===== src/source/pnp_bus_pkg.sv =====
// Wishbone classic signal bundles and the decoded request passed between the config slave blocks
package pnp_bus_pkg;

  localparam int WB_ADR_W = 10;  // word address, 1024 words
  localparam int WB_DAT_W = 32;
  localparam int WB_SEL_W = WB_DAT_W / 8;

  // master to slave
  typedef struct packed {
    logic                cyc;
    logic                stb;
    logic                we;
    logic [WB_ADR_W-1:0] adr;
    logic [WB_DAT_W-1:0] dat;
    logic [WB_SEL_W-1:0] sel;
  } wb_req_t;

  // slave to master
  typedef struct packed {
    logic                ack;
    logic [WB_DAT_W-1:0] dat;
  } wb_rsp_t;

  // request as seen by the register bank and read mux
  typedef struct packed {
    logic                valid;    // one accepted transfer this cycle
    logic                we;
    logic [WB_ADR_W-1:0] idx;      // word index
    logic [WB_DAT_W-1:0] wdata;
    logic                any_sel;  // at least one byte lane enabled
  } pnp_req_t;

endpackage


===== src/source/pnp_cfg_pkg.sv =====
// Plug-and-play content definitions: descriptors, identity constants and the register word map
package pnp_cfg_pkg;

  // one device descriptor as delivered by the interconnect
  typedef struct packed {
    logic [1:0]  descrtype;
    logic [7:0]  descrsize;
    logic [15:0] vid;
    logic [15:0] did;
    logic [19:0] xaddr;  // zero for masters
    logic [19:0] xmask;  // zero for masters
  } pnp_descr_t;

  localparam int CFG_MST_TOTAL = 2;
  localparam int CFG_SLV_TOTAL = 3;

  typedef pnp_descr_t [CFG_MST_TOTAL-1:0] pnp_mst_vec_t;
  typedef pnp_descr_t [CFG_SLV_TOTAL-1:0] pnp_slv_vec_t;

  // identity and capability fields
  localparam logic [31:0] HW_ID        = 32'h20170101;
  localparam logic [3:0]  CPU_MAX      = 4'd1;
  localparam logic        L2CACHE_ENA  = 1'b1;
  localparam logic [7:0]  PLIC_IRQ_MAX = 8'd127;

  // number of 64-bit firmware scratch values
  localparam int SCRATCH_TOTAL = 6;

  // words per table entry
  localparam int MST_WORDS = 2 * CFG_MST_TOTAL;
  localparam int SLV_WORDS = 4 * CFG_SLV_TOTAL;

  // word map
  localparam int IDX_HW_ID        = 0;  // write raises self-test irq
  localparam int IDX_FW_ID        = 1;
  localparam int IDX_CAPS         = 2;
  localparam int IDX_SCRATCH_BASE = 4;  // low half even, high half odd
  localparam int IDX_MST_BASE     = IDX_SCRATCH_BASE + 2 * SCRATCH_TOTAL;
  localparam int IDX_SLV_BASE     = IDX_MST_BASE + MST_WORDS;
  localparam int IDX_END          = IDX_SLV_BASE + SLV_WORDS;

  // firmware writable state
  typedef struct packed {
    logic [31:0] fw_id;
    logic [63:0] idt;          // debug counter
    logic [63:0] malloc_addr;  // allocation base
    logic [63:0] malloc_size;
    logic [63:0] fwdbg1;       // fw debug markers
    logic [63:0] fwdbg2;
    logic [63:0] fwdbg3;
  } pnp_regs_t;

endpackage


===== src/source/pnp_config_top.sv =====
// Plug-and-play configuration slave top: Wishbone port, descriptor tables in, self-test irq out
`timescale 1ns/1ns

module pnp_config_top (
  input  logic                      sys_clk,
  input  logic                      nrst,
  input  pnp_bus_pkg::wb_req_t      i_wb,
  output pnp_bus_pkg::wb_rsp_t      o_wb,
  input  pnp_cfg_pkg::pnp_mst_vec_t i_mstcfg,
  input  pnp_cfg_pkg::pnp_slv_vec_t i_slvcfg,
  output logic                      o_irq
);

  pnp_bus_pkg::pnp_req_t  w_req;
  pnp_cfg_pkg::pnp_regs_t w_regs;
  logic        w_ack;
  logic [31:0] w_rdata;

  pnp_wb_decode i_pnp_wb_decode (
    .sys_clk (sys_clk),
    .nrst    (nrst),
    .i_wb    (i_wb),
    .o_req   (w_req),
    .o_ack   (w_ack)
  );

  pnp_reg_bank i_pnp_reg_bank (
    .sys_clk (sys_clk),
    .nrst    (nrst),
    .i_req   (w_req),
    .o_regs  (w_regs),
    .o_irq   (o_irq)
  );

  pnp_read_mux i_pnp_read_mux (
    .sys_clk  (sys_clk),
    .nrst     (nrst),
    .i_req    (w_req),
    .i_regs   (w_regs),
    .i_mstcfg (i_mstcfg),
    .i_slvcfg (i_slvcfg),
    .o_rdata  (w_rdata)
  );

  assign o_wb = '{ack: w_ack, dat: w_rdata};

endmodule


===== src/source/pnp_read_mux.sv =====
// Read path of the config slave: selects the addressed word from constants, registers and tables
`timescale 1ns/1ns

module pnp_read_mux (
  input  logic                      sys_clk,
  input  logic                      nrst,
  input  pnp_bus_pkg::pnp_req_t     i_req,
  input  pnp_cfg_pkg::pnp_regs_t    i_regs,
  input  pnp_cfg_pkg::pnp_mst_vec_t i_mstcfg,
  input  pnp_cfg_pkg::pnp_slv_vec_t i_slvcfg,
  output logic [31:0]               o_rdata
);

  logic [2*pnp_cfg_pkg::SCRATCH_TOTAL-1:0][31:0] w_halves;
  logic [pnp_cfg_pkg::MST_WORDS-1:0][31:0] w_mst_words;
  logic [pnp_cfg_pkg::SLV_WORDS-1:0][31:0] w_slv_words;
  logic [31:0] w_caps;
  logic [31:0] w_word;

  logic [9:0] w_half_off;
  logic [9:0] w_mst_off;
  logic [9:0] w_slv_off;
  logic [$clog2(2*pnp_cfg_pkg::SCRATCH_TOTAL)-1:0] w_half_sel;
  logic [$clog2(pnp_cfg_pkg::MST_WORDS)-1:0] w_mst_sel;
  logic [$clog2(pnp_cfg_pkg::SLV_WORDS)-1:0] w_slv_sel;

  assign w_caps = {pnp_cfg_pkg::CPU_MAX, 3'b000, pnp_cfg_pkg::L2CACHE_ENA,
                   8'(pnp_cfg_pkg::CFG_MST_TOTAL), 8'(pnp_cfg_pkg::CFG_SLV_TOTAL),
                   pnp_cfg_pkg::PLIC_IRQ_MAX};

  // entry 0 is the low half of idt
  assign w_halves = {i_regs.fwdbg3, i_regs.fwdbg2, i_regs.fwdbg1,
                     i_regs.malloc_size, i_regs.malloc_addr, i_regs.idt};

  for (genvar k = 0; k < pnp_cfg_pkg::CFG_MST_TOTAL; k++) begin : g_mst
    assign w_mst_words[2*k]   = {22'h0, i_mstcfg[k].descrtype, i_mstcfg[k].descrsize};
    assign w_mst_words[2*k+1] = {i_mstcfg[k].vid, i_mstcfg[k].did};
  end

  for (genvar k = 0; k < pnp_cfg_pkg::CFG_SLV_TOTAL; k++) begin : g_slv
    assign w_slv_words[4*k]   = {22'h0, i_slvcfg[k].descrtype, i_slvcfg[k].descrsize};
    assign w_slv_words[4*k+1] = {i_slvcfg[k].vid, i_slvcfg[k].did};
    assign w_slv_words[4*k+2] = {i_slvcfg[k].xmask, 12'h000};
    assign w_slv_words[4*k+3] = {i_slvcfg[k].xaddr, 12'h000};
  end

  // offsets into each region
  assign w_half_off = i_req.idx - 10'(pnp_cfg_pkg::IDX_SCRATCH_BASE);
  assign w_mst_off  = i_req.idx - 10'(pnp_cfg_pkg::IDX_MST_BASE);
  assign w_slv_off  = i_req.idx - 10'(pnp_cfg_pkg::IDX_SLV_BASE);
  assign w_half_sel = w_half_off[$bits(w_half_sel)-1:0];
  assign w_mst_sel  = w_mst_off[$bits(w_mst_sel)-1:0];
  assign w_slv_sel  = w_slv_off[$bits(w_slv_sel)-1:0];

  always_comb begin
    w_word = '0;  // reserved and unmapped words
    if (i_req.idx == 10'(pnp_cfg_pkg::IDX_HW_ID)) begin
      w_word = pnp_cfg_pkg::HW_ID;
    end else if (i_req.idx == 10'(pnp_cfg_pkg::IDX_FW_ID)) begin
      w_word = i_regs.fw_id;
    end else if (i_req.idx == 10'(pnp_cfg_pkg::IDX_CAPS)) begin
      w_word = w_caps;
    end else if (i_req.idx >= 10'(pnp_cfg_pkg::IDX_SCRATCH_BASE) &&
                 i_req.idx < 10'(pnp_cfg_pkg::IDX_MST_BASE)) begin
      w_word = w_halves[w_half_sel];
    end else if (i_req.idx >= 10'(pnp_cfg_pkg::IDX_MST_BASE) &&
                 i_req.idx < 10'(pnp_cfg_pkg::IDX_SLV_BASE)) begin
      w_word = w_mst_words[w_mst_sel];
    end else if (i_req.idx >= 10'(pnp_cfg_pkg::IDX_SLV_BASE) &&
                 i_req.idx < 10'(pnp_cfg_pkg::IDX_END)) begin
      w_word = w_slv_words[w_slv_sel];
    end
  end

  always_ff @(posedge sys_clk or negedge nrst) begin
    if (!nrst) begin
      o_rdata <= '0;
    end else if (i_req.valid & ~i_req.we) begin
      o_rdata <= w_word;  // lines up with ack
    end
  end

endmodule


===== src/source/pnp_reg_bank.sv =====
// Firmware writable registers of the config slave and the self-test interrupt pulse
`timescale 1ns/1ns

module pnp_reg_bank (
  input  logic                   sys_clk,
  input  logic                   nrst,
  input  pnp_bus_pkg::pnp_req_t  i_req,
  output pnp_cfg_pkg::pnp_regs_t o_regs,
  output logic                   o_irq
);

  logic [31:0] r_fw_id;
  logic [pnp_cfg_pkg::SCRATCH_TOTAL-1:0][63:0] r_scratch;
  logic r_irq;

  logic       w_wr;
  logic       w_in_scratch;
  logic       w_hit_id;
  logic       w_hit_fw;
  logic [3:0] w_offs;
  logic [2:0] w_slot;

  assign w_wr = i_req.valid & i_req.we & i_req.any_sel;

  assign w_hit_id = (i_req.idx == 10'(pnp_cfg_pkg::IDX_HW_ID));
  assign w_hit_fw = (i_req.idx == 10'(pnp_cfg_pkg::IDX_FW_ID));
  assign w_in_scratch = (i_req.idx >= 10'(pnp_cfg_pkg::IDX_SCRATCH_BASE)) &&
                        (i_req.idx < 10'(pnp_cfg_pkg::IDX_MST_BASE));

  // word offset inside the scratch area
  assign w_offs = 4'(i_req.idx - 10'(pnp_cfg_pkg::IDX_SCRATCH_BASE));
  assign w_slot = w_offs[3:1];  // which 64-bit value

  always_ff @(posedge sys_clk or negedge nrst) begin
    if (!nrst) begin
      r_fw_id   <= '0;
      r_scratch <= '0;
    end else if (w_wr) begin
      if (w_hit_fw) begin
        r_fw_id <= i_req.wdata;
      end else if (w_in_scratch) begin
        if (w_offs[0]) begin
          r_scratch[w_slot][63:32] <= i_req.wdata;  // odd word
        end else begin
          r_scratch[w_slot][31:0] <= i_req.wdata;
        end
      end
    end
  end

  // id word is read only, a write requests the self-test
  always_ff @(posedge sys_clk or negedge nrst) begin
    if (!nrst) begin
      r_irq <= 1'b0;
    end else begin
      r_irq <= w_wr & w_hit_id;
    end
  end

  assign o_irq = r_irq;

  assign o_regs = '{
    fw_id:       r_fw_id,
    idt:         r_scratch[0],
    malloc_addr: r_scratch[1],
    malloc_size: r_scratch[2],
    fwdbg1:      r_scratch[3],
    fwdbg2:      r_scratch[4],
    fwdbg3:      r_scratch[5]
  };

endmodule


===== src/source/pnp_wb_decode.sv =====
// Wishbone classic front end of the config slave: accepts a cycle, builds the decoded request, acks
`timescale 1ns/1ns

module pnp_wb_decode (
  input  logic                 sys_clk,
  input  logic                 nrst,
  input  pnp_bus_pkg::wb_req_t i_wb,
  output pnp_bus_pkg::pnp_req_t o_req,
  output logic                 o_ack
);

  logic w_valid;
  logic w_any_sel;
  logic r_ack;

  // accept only while no ack is out, so ack is a single-cycle pulse
  assign w_valid   = i_wb.cyc & i_wb.stb & ~r_ack;
  assign w_any_sel = |i_wb.sel;

  assign o_req = '{
    valid:   w_valid,
    we:      i_wb.we,
    idx:     i_wb.adr,
    wdata:   i_wb.dat,
    any_sel: w_any_sel
  };

  always_ff @(posedge sys_clk or negedge nrst) begin
    if (!nrst) begin
      r_ack <= 1'b0;
    end else begin
      r_ack <= w_valid;  // answer one cycle after accept
    end
  end

  assign o_ack = r_ack;

endmodule


===== config.mk =====
export PLATFORM = sky130hd
export DESIGN_NAME = pnp_config_top
export DESIGN_NICKNAME = d
export VERILOG_FILES = /design/src/source/pnp_bus_pkg.sv /design/src/source/pnp_cfg_pkg.sv /design/src/source/pnp_config_top.sv /design/src/source/pnp_read_mux.sv /design/src/source/pnp_reg_bank.sv /design/src/source/pnp_wb_decode.sv
export SDC_FILE = /design/constraint.sdc
export NUM_CORES = 1
export LEC_CHECK = 0
export BUFFER_PORTS_ARGS = -buffer_cell sky130_fd_sc_hd__buf_2
export CORE_MARGIN = 8
export CORE_UTILIZATION = 56
export DETAILED_ROUTE_END_ITERATION = 7
export PLACE_DENSITY = 0.81
export REMOVE_ABC_BUFFERS = 1
export SLEW_MARGIN = 20
export SYNTH_ARGS = -nofsm -noshare
export SYNTH_HDL_FRONTEND = slang
export SYNTH_HIERARCHICAL = 1
export SYNTH_SLANG_ARGS = --single-unit

===== constraint.sdc =====
create_clock -name sys_clk -period 4.65 [get_ports sys_clk]
set_input_delay 0.6975 -clock sys_clk [delete_from_list [all_inputs] [get_ports sys_clk]]
set_output_delay 0.6975 -clock sys_clk [all_outputs]
set_load 0.02 [all_outputs]

After elaboration in Yosys (flattened, before gate mapping)
Cells that the tools add are included.
{"block": "op_classes", "n_addsub": 3, "mul": 0, "div": 0, "order_cmp": 11, "n_eq_ne": 2, "n_shift": 0, "muxes": 19, "bitwise_logic": 9, "reduce_logical": 8}
{"cell": "384-bit bitwise mux", "n": 2}
{"cell": "64-bit demux with 3-bit select", "n": 2}
{"cell": "384-bit two-way mux", "n": 1}
{"cell": "32-bit two-way mux", "n": 10}
{"cell": "32-bit binary-select mux with 4-bit select", "n": 2}
{"cell": "32-bit binary-select mux with 2-bit select", "n": 1}
{"cell": "64-bit two-way mux", "n": 1}
{"cell": "10-bit by 5-bit >= comparator with 1-bit output, second input constant", "n": 2}
{"cell": "10-bit by 5-bit < comparator with 1-bit output, second input constant", "n": 2}
{"cell": "10-bit by 1-bit == test with 1-bit output, second input constant", "n": 1}
{"cell": "10-bit by 2-bit == test with 1-bit output, second input constant", "n": 1}
{"cell": "10-bit by 3-bit >= comparator with 1-bit output, second input constant", "n": 1}
{"cell": "10-bit logical NOT", "n": 1}
{"cell": "10-bit by 6-bit < comparator with 1-bit output, second input constant", "n": 1}
{"cell": "4-bit by 5-bit < comparator with 1-bit output, second input constant", "n": 2}
{"cell": "4-bit by 3-bit subtractor with 4-bit output, second input constant", "n": 2}
{"cell": "1-bit AND", "n": 6}
{"cell": "1-bit logical AND", "n": 4}
{"cell": "3-bit by 4-bit < comparator with 1-bit output, second input constant", "n": 1}
{"cell": "4-bit OR reduction", "n": 1}
{"cell": "3-bit by 1-bit >= comparator with 1-bit output, second input constant", "n": 1}
{"cell": "2-bit by 3-bit < comparator with 1-bit output, second input constant", "n": 1}
{"cell": "1-bit NOT", "n": 3}
{"cell": "3-bit AND reduction", "n": 1}
{"cell": "other kinds (2)", "n": 2}
{"block": "word_totals", "regBits": 450, "latch_bits": 0, "ramBits": 0, "rom_bits": 0, "input_bits": 461, "output_inout_bits": 34, "memories": 0}

Longest topological paths before layout
{"block": "depth", "depth_word": 9, "mapped_depth": 14, "depth_no_buf": 7}

Hierarchy
The synthesis kept the hierarchy.
{"module": "pnp_reg_bank", "instances": 1, "cells_each": 942, "area_per_inst_um2": 15796.4, "seq_area_each_um2": 10435.0}
{"module": "pnp_read_mux", "instances": 1, "cells_each": 789, "area_per_inst_um2": 7855.0, "seq_area_each_um2": 800.8}
{"module": "pnp_wb_decode", "instances": 1, "cells_each": 48, "area_per_inst_um2": 379.1, "seq_area_each_um2": 25.0}
{"module": "pnp_config_top", "instances": 1, "cells_each": 1, "area_per_inst_um2": 7.5, "seq_area_each_um2": 0.0}

Worst setup path after synthesis
No wires, ideal clock.
{"block": "synth_path", "path_type": "input-to-reg", "from": "input i_wb[38] (netlist bit)", "to": "register i_pnp_read_mux.o_rdata[29]", "setup_ns": 0.120, "arrival_time_ns": 3.349, "setup_slack_ns": 1.181, "path_stages": 13, "path_buffers": 7, "cell_sequence": "buf_4 clkbuf_1 inv_1 clkbuf_1 ha_1 buf_4 buf_4 buf_2 clkbuf_1 mux4_2 mux2i_1 o21ai_0 a31o_2"}
{"block": "synth_between", "elab_chain_cells": 9, "word_cells_on_any_way": 24, "classes_between": "2 x add/sub; 6 x order compare; 2 x eq/ne; 10 x mux; 4 x reduce/logical"}
{"element": "from (decl)", "line": "pnp_config_top.sv:7", "rtl": "input pnp_bus_pkg::wb_req_t i_wb,"}
{"element": "4-bit by 3-bit subtractor with 4-bit output", "line": "pnp_read_mux.sv:48, pnp_read_mux.sv:50"}
{"element": "32-bit binary-select mux with 4-bit select", "line": "pnp_read_mux.sv:71", "rtl": "w_word = w_slv_words[w_slv_sel];"}
{"element": "32-bit two-way mux (not written as such)", "line": "pnp_read_mux.sv:71"}
{"element": "32-bit two-way mux", "line": "pnp_read_mux.sv:69", "rtl": "end else if (i_req.idx >= 10'(pnp_cfg_pkg::IDX_SLV_BASE) &&"}
{"element": "32-bit two-way mux", "line": "pnp_read_mux.sv:66", "rtl": "end else if (i_req.idx >= 10'(pnp_cfg_pkg::IDX_MST_BASE) &&"}
{"element": "32-bit two-way mux", "line": "pnp_read_mux.sv:63", "rtl": "end else if (i_req.idx >= 10'(pnp_cfg_pkg::IDX_SCRATCH_BASE) &&"}
{"element": "32-bit two-way mux", "line": "pnp_read_mux.sv:61", "rtl": "end else if (i_req.idx == 10'(pnp_cfg_pkg::IDX_CAPS)) begin"}
{"element": "32-bit two-way mux", "line": "pnp_read_mux.sv:59", "rtl": "end else if (i_req.idx == 10'(pnp_cfg_pkg::IDX_FW_ID)) begin"}
{"element": "32-bit two-way mux *", "line": "pnp_read_mux.sv:57", "rtl": "if (i_req.idx == 10'(pnp_cfg_pkg::IDX_HW_ID)) begin"}
{"element": "to (signal assigned)", "line": "pnp_read_mux.sv:79", "rtl": "o_rdata <= w_word;"}
{"element": "to (decl)", "line": "pnp_read_mux.sv:11", "rtl": "output logic [31:0] o_rdata"}
Mark *: on every way between the ends. The rest lies on a longest branch, timed or not. The select of a mux whose other input is x is not followed.
A chain may end at the register's enable or synchronous reset.

Worst setup path in the final report
{"block": "layout_path", "from": "input i_wb[40] (netlist bit)", "to": "register i_pnp_reg_bank.r_scratch, in the netlist i_pnp_reg_bank/o_regs[375]"}
{"block": "layout_between", "elab_chain_cells": 3, "word_cells_on_any_way": 6, "classes_between": "2 x order compare; 1 x eq/ne; 1 x bitwise; 2 x reduce/logical"}
{"element": "10-bit by 3-bit >= comparator with 1-bit output, or another cell as far along", "line": "pnp_reg_bank.sv:27", "rtl": "assign w_in_scratch = (i_req.idx >= 10'(pnp_cfg_pkg::IDX_SCRATCH_BASE)) &&"}
{"element": "1-bit logical AND or 1-bit NOT (tied branches)"}
{"element": "3-bit AND reduction (no line) *"}
{"element": "to (signal, indexed assignment)", "line": "pnp_reg_bank.sv:43", "rtl": "r_scratch[w_slot][63:32] <= i_req.wdata;"}
{"element": "to (signal, indexed assignment)", "line": "pnp_reg_bank.sv:45", "rtl": "r_scratch[w_slot][31:0] <= i_req.wdata;"}
{"element": "to (decl)", "line": "pnp_reg_bank.sv:13", "rtl": "logic [pnp_cfg_pkg::SCRATCH_TOTAL-1:0][63:0] r_scratch;"}
Mark *: on every way between the ends. The rest lies on a longest branch, timed or not.

==> impl_metrics.ini <==
[run_status]
status = completed

[critical_path]
startpoint = i_wb[40]
r2r.worst_path.cells = 5
worst_r2r_endpoint = i_pnp_reg_bank/o_regs[375]$_DFFE_PN0P_
worst_r2r_startpoint = i_pnp_wb_decode/o_ack$_DFF_PN0_
path_cells = buf_2 > nor4_4 > nand4b_2 > buf_4 > mux2_1
slowest_stage = nand4b_2
critical_path_arrival_ns = 3.67
endpoint_kind = register
required_ns = 5.07
cp_max_fo = 17
critPathKind = primary input to register
regToRegSetupSlack_ns = 1.40
slowest_delay_ns = 0.92
start_kind = primary input

[synthesis]
async_flop_share_pct = 100
synth_cell_types = 74
dominantRegCellSynth = dfrtp_1
ys_ff_latch = 450
yosysSeqAreaShare_pct = 46.8
netlist_area_sq_um = 24000
avgSynthCellArea_sq_um = 13.5
synthTopCellsByArea = dfrtp_1, mux2_2, mux4_2
yosys_warnings = 6
synth_cells = 1780
yosys.area.top_type = dfrtp_1
netlist.area_leader.share_pct = 46.8
synth-edff-count = 0

[detailed_routing]
first_pass_iters = 6
avgRoutedWirePerCell_microns = 28.8
postRouteAntennaNets = 0
drc = 0
viasPerCell = 6.69
dr.first_iter.drc_count = 2000
dr_total_vias = 17800
routed_wl_microns = 76600

[cts]
cts_tree = done
insertion_delay_ns = 0.56
postCtsSetupBuffers = 0
clk_pin_slew_worst_paths_ns = 0.06
htreeDepth = 2
cts_buffer_depth = 3
root_buffer = clkbuf_16
clock-sinks = 450
cts_resized = 0
cts_made_buffers = 46
cts_hold_buffers = 0

[sta]
slew_violations = 0
hold_slack_ns = 0.150
hold_viol_final = 0
worstMarginPinSlew_ns = 1.11
max_freq_mhz = 307
setup_violations = 0
relSlewSlack_pct = 25.7
fin_crit_sh_pct = 70.0
layout_min_cycle_time_ns = 3.25
rsz0062_at_grt = false
skew_ns = 0.0209

[final_layout]
nets = 2538
fillers = 3017
stdcell_count = 2657
syn_to_final_growth_pct = 15.8
final_common_cell = dfrtp_1
final_cell_mix = dfrtp_1, mux2_2, buf_2
drive_gt1_share_pct = 52.9

[placement]
dp_cells = 2572
port_buffers = 414
place_congestion = 0.873
dp_hpwl_microns = 48400

[grt]
grt_overflow = 0
grt_pass1_wl_microns = 115000
grt_usage_pct = 30.0
grt_max_degree = 110
antenna_found_initial = 8
grt_pass1_vias = 19200

[floorplan]
die_h_microns = 223
core-area_sq_um = 42700
start_util_pct = 56.3
dieWidth_microns = 223
row_count = 76
pin_count = 495
dieArea_sq_um = 49800

[min_path]
hold_path.class = primary input to async pin

[power_and_ir_drop]
p_leak_nw = 13.9
power_density_nw_per_um2 = 316
vdd_drop_max_mv = 0.338

[run]
max-cap-violations = 0
critical path: cells and delay by family:
| kind | cells | cell delay, ns |
|---|---|---|
| multiplexers | 1 | 0.36 |
| AND/OR/NAND/NOR | 2 | 1.76 |
| buffers and inverters | 2 | 0.83 |
cell type report:
cell class / count / area [sq um] / area share [%]
Clock inverter: 16 / 216 / 0.778
Clock buffer: 67 / 1430 / 5.15
Multi-Input combinational cell: 1101 / 11600 / 41.7
Timing Repair Buffer: 467 / 2600 / 9.34
Antenna cell: 2 / 5.00 / 0.0180
Sequential cell: 450 / 11300 / 40.5
Tap cell: 546 / 683 / 2.45
Inverter: 8 / 30.0 / 0.108
state kept, by name, indices dropped and copies added (netlist names):
register                count
i_pnp_wb_decode/o_ack       1
i_pnp_read_mux/o_rdata     32
i_pnp_reg_bank/o_irq        1
i_pnp_reg_bank/r_fw_id     32
i_pnp_reg_bank/o_regs     384
worst max-delay path by stage:
stage	depth (start not counted)	endpoint	slack (ns)
floorplan	7	i_pnp_read_mux/o_rdata[9]$_DFFE_PN0P_	-1.01
global placement	8	i_pnp_read_mux/o_rdata[4]$_DFFE_PN0P_	1.07
detailed placement	5	i_pnp_reg_bank/o_regs[145]$_DFFE_PN0P_	0.98
CTS	5	i_pnp_reg_bank/o_regs[128]$_DFFE_PN0P_	1.51
global route	5	i_pnp_reg_bank/o_regs[375]$_DFFE_PN0P_	1.28
finish	5	i_pnp_reg_bank/o_regs[375]$_DFFE_PN0P_	1.40
logic make-up (layout without fill, tap and decap cells):
group	after synthesis	after routing	synth area share (%)
DFF	450	450	46.8
muxes	666	666	35.4
buffers and inverters	229	558	5.08
and+or+nand+nor	155	155	3.94
other	0	2	0
adders and majority gates	3	3	0.156
xor gates and xnor gates	1	1	0.0364
AOI/OAI and AO/OA	276	276	8.52
metal layers:
| metal | track usage, % | vias up | part of all wire (%) | wire (microns) |
|---|---|---|---|---|
| li1 | - | 7373 | - | - |
| met1 | 39.1 | 9184 | 39 | 29800 |
| met2 | 47.8 | 981 | 48 | 36500 |
| met3 | 7.50 | 229 | 9.4 | 7200 |
| met4 | 12.1 | 10 | 4.1 | 3130 |
| met5 | 0 | - | 0.091 | 70 |
per-stage QoR:
| step | total power (W) | area (sq um) | TNS [ns] | util, % | setup WS, ns |
|---|---|---|---|---|---|
| finish | 0.00879 | 27800 | 0 | 65.2 | 1.40 |
| global route | 0.00903 | 27800 | 0 | 65.2 | 1.28 |
| CTS | 0.00881 | 27800 | 0 | 65.2 | 1.51 |
| detailed placement | 0.00489 | 26200 | 0 | 61.3 | 0.977 |
| global placement | 0.00486 | 26200 | 0 | 61.3 | 1.07 |
| floorplan | 0.00434 | 22800 | -19.17 | - | -1.01 |
power breakdown:
part           internal (W)  leakage (nW)  switching [W]  total (W)
Combinational      0.000352          6.76       0.000525   0.000877
Clock               0.00241         0.812        0.00155    0.00396
Sequential          0.00394          6.28      0.0000141    0.00395
Total               0.00670          13.9        0.00209    0.00879
synthesized netlist by cell type (all sizes together), types with 4 or more instances:
library cell	number
inv	8
a221o	12
o211ai	5
dfrtp	450
nor4b	4
o22ai	5
nor3	9
a21o	11
clkbuf	83
nand3	18
mux2	498
nand2	34
a31o	4
nor2	32
o2bb2ai	16
buf	138
mux2i	70
a2111oi	6
o31a	11
and4b	11
a22oi	45
a21oi	24
o41ai	4
a221oi	39
nand4b	13
o21ai	63
mux4	98
nor2b	8
Power figures use the tool's default switching activity.
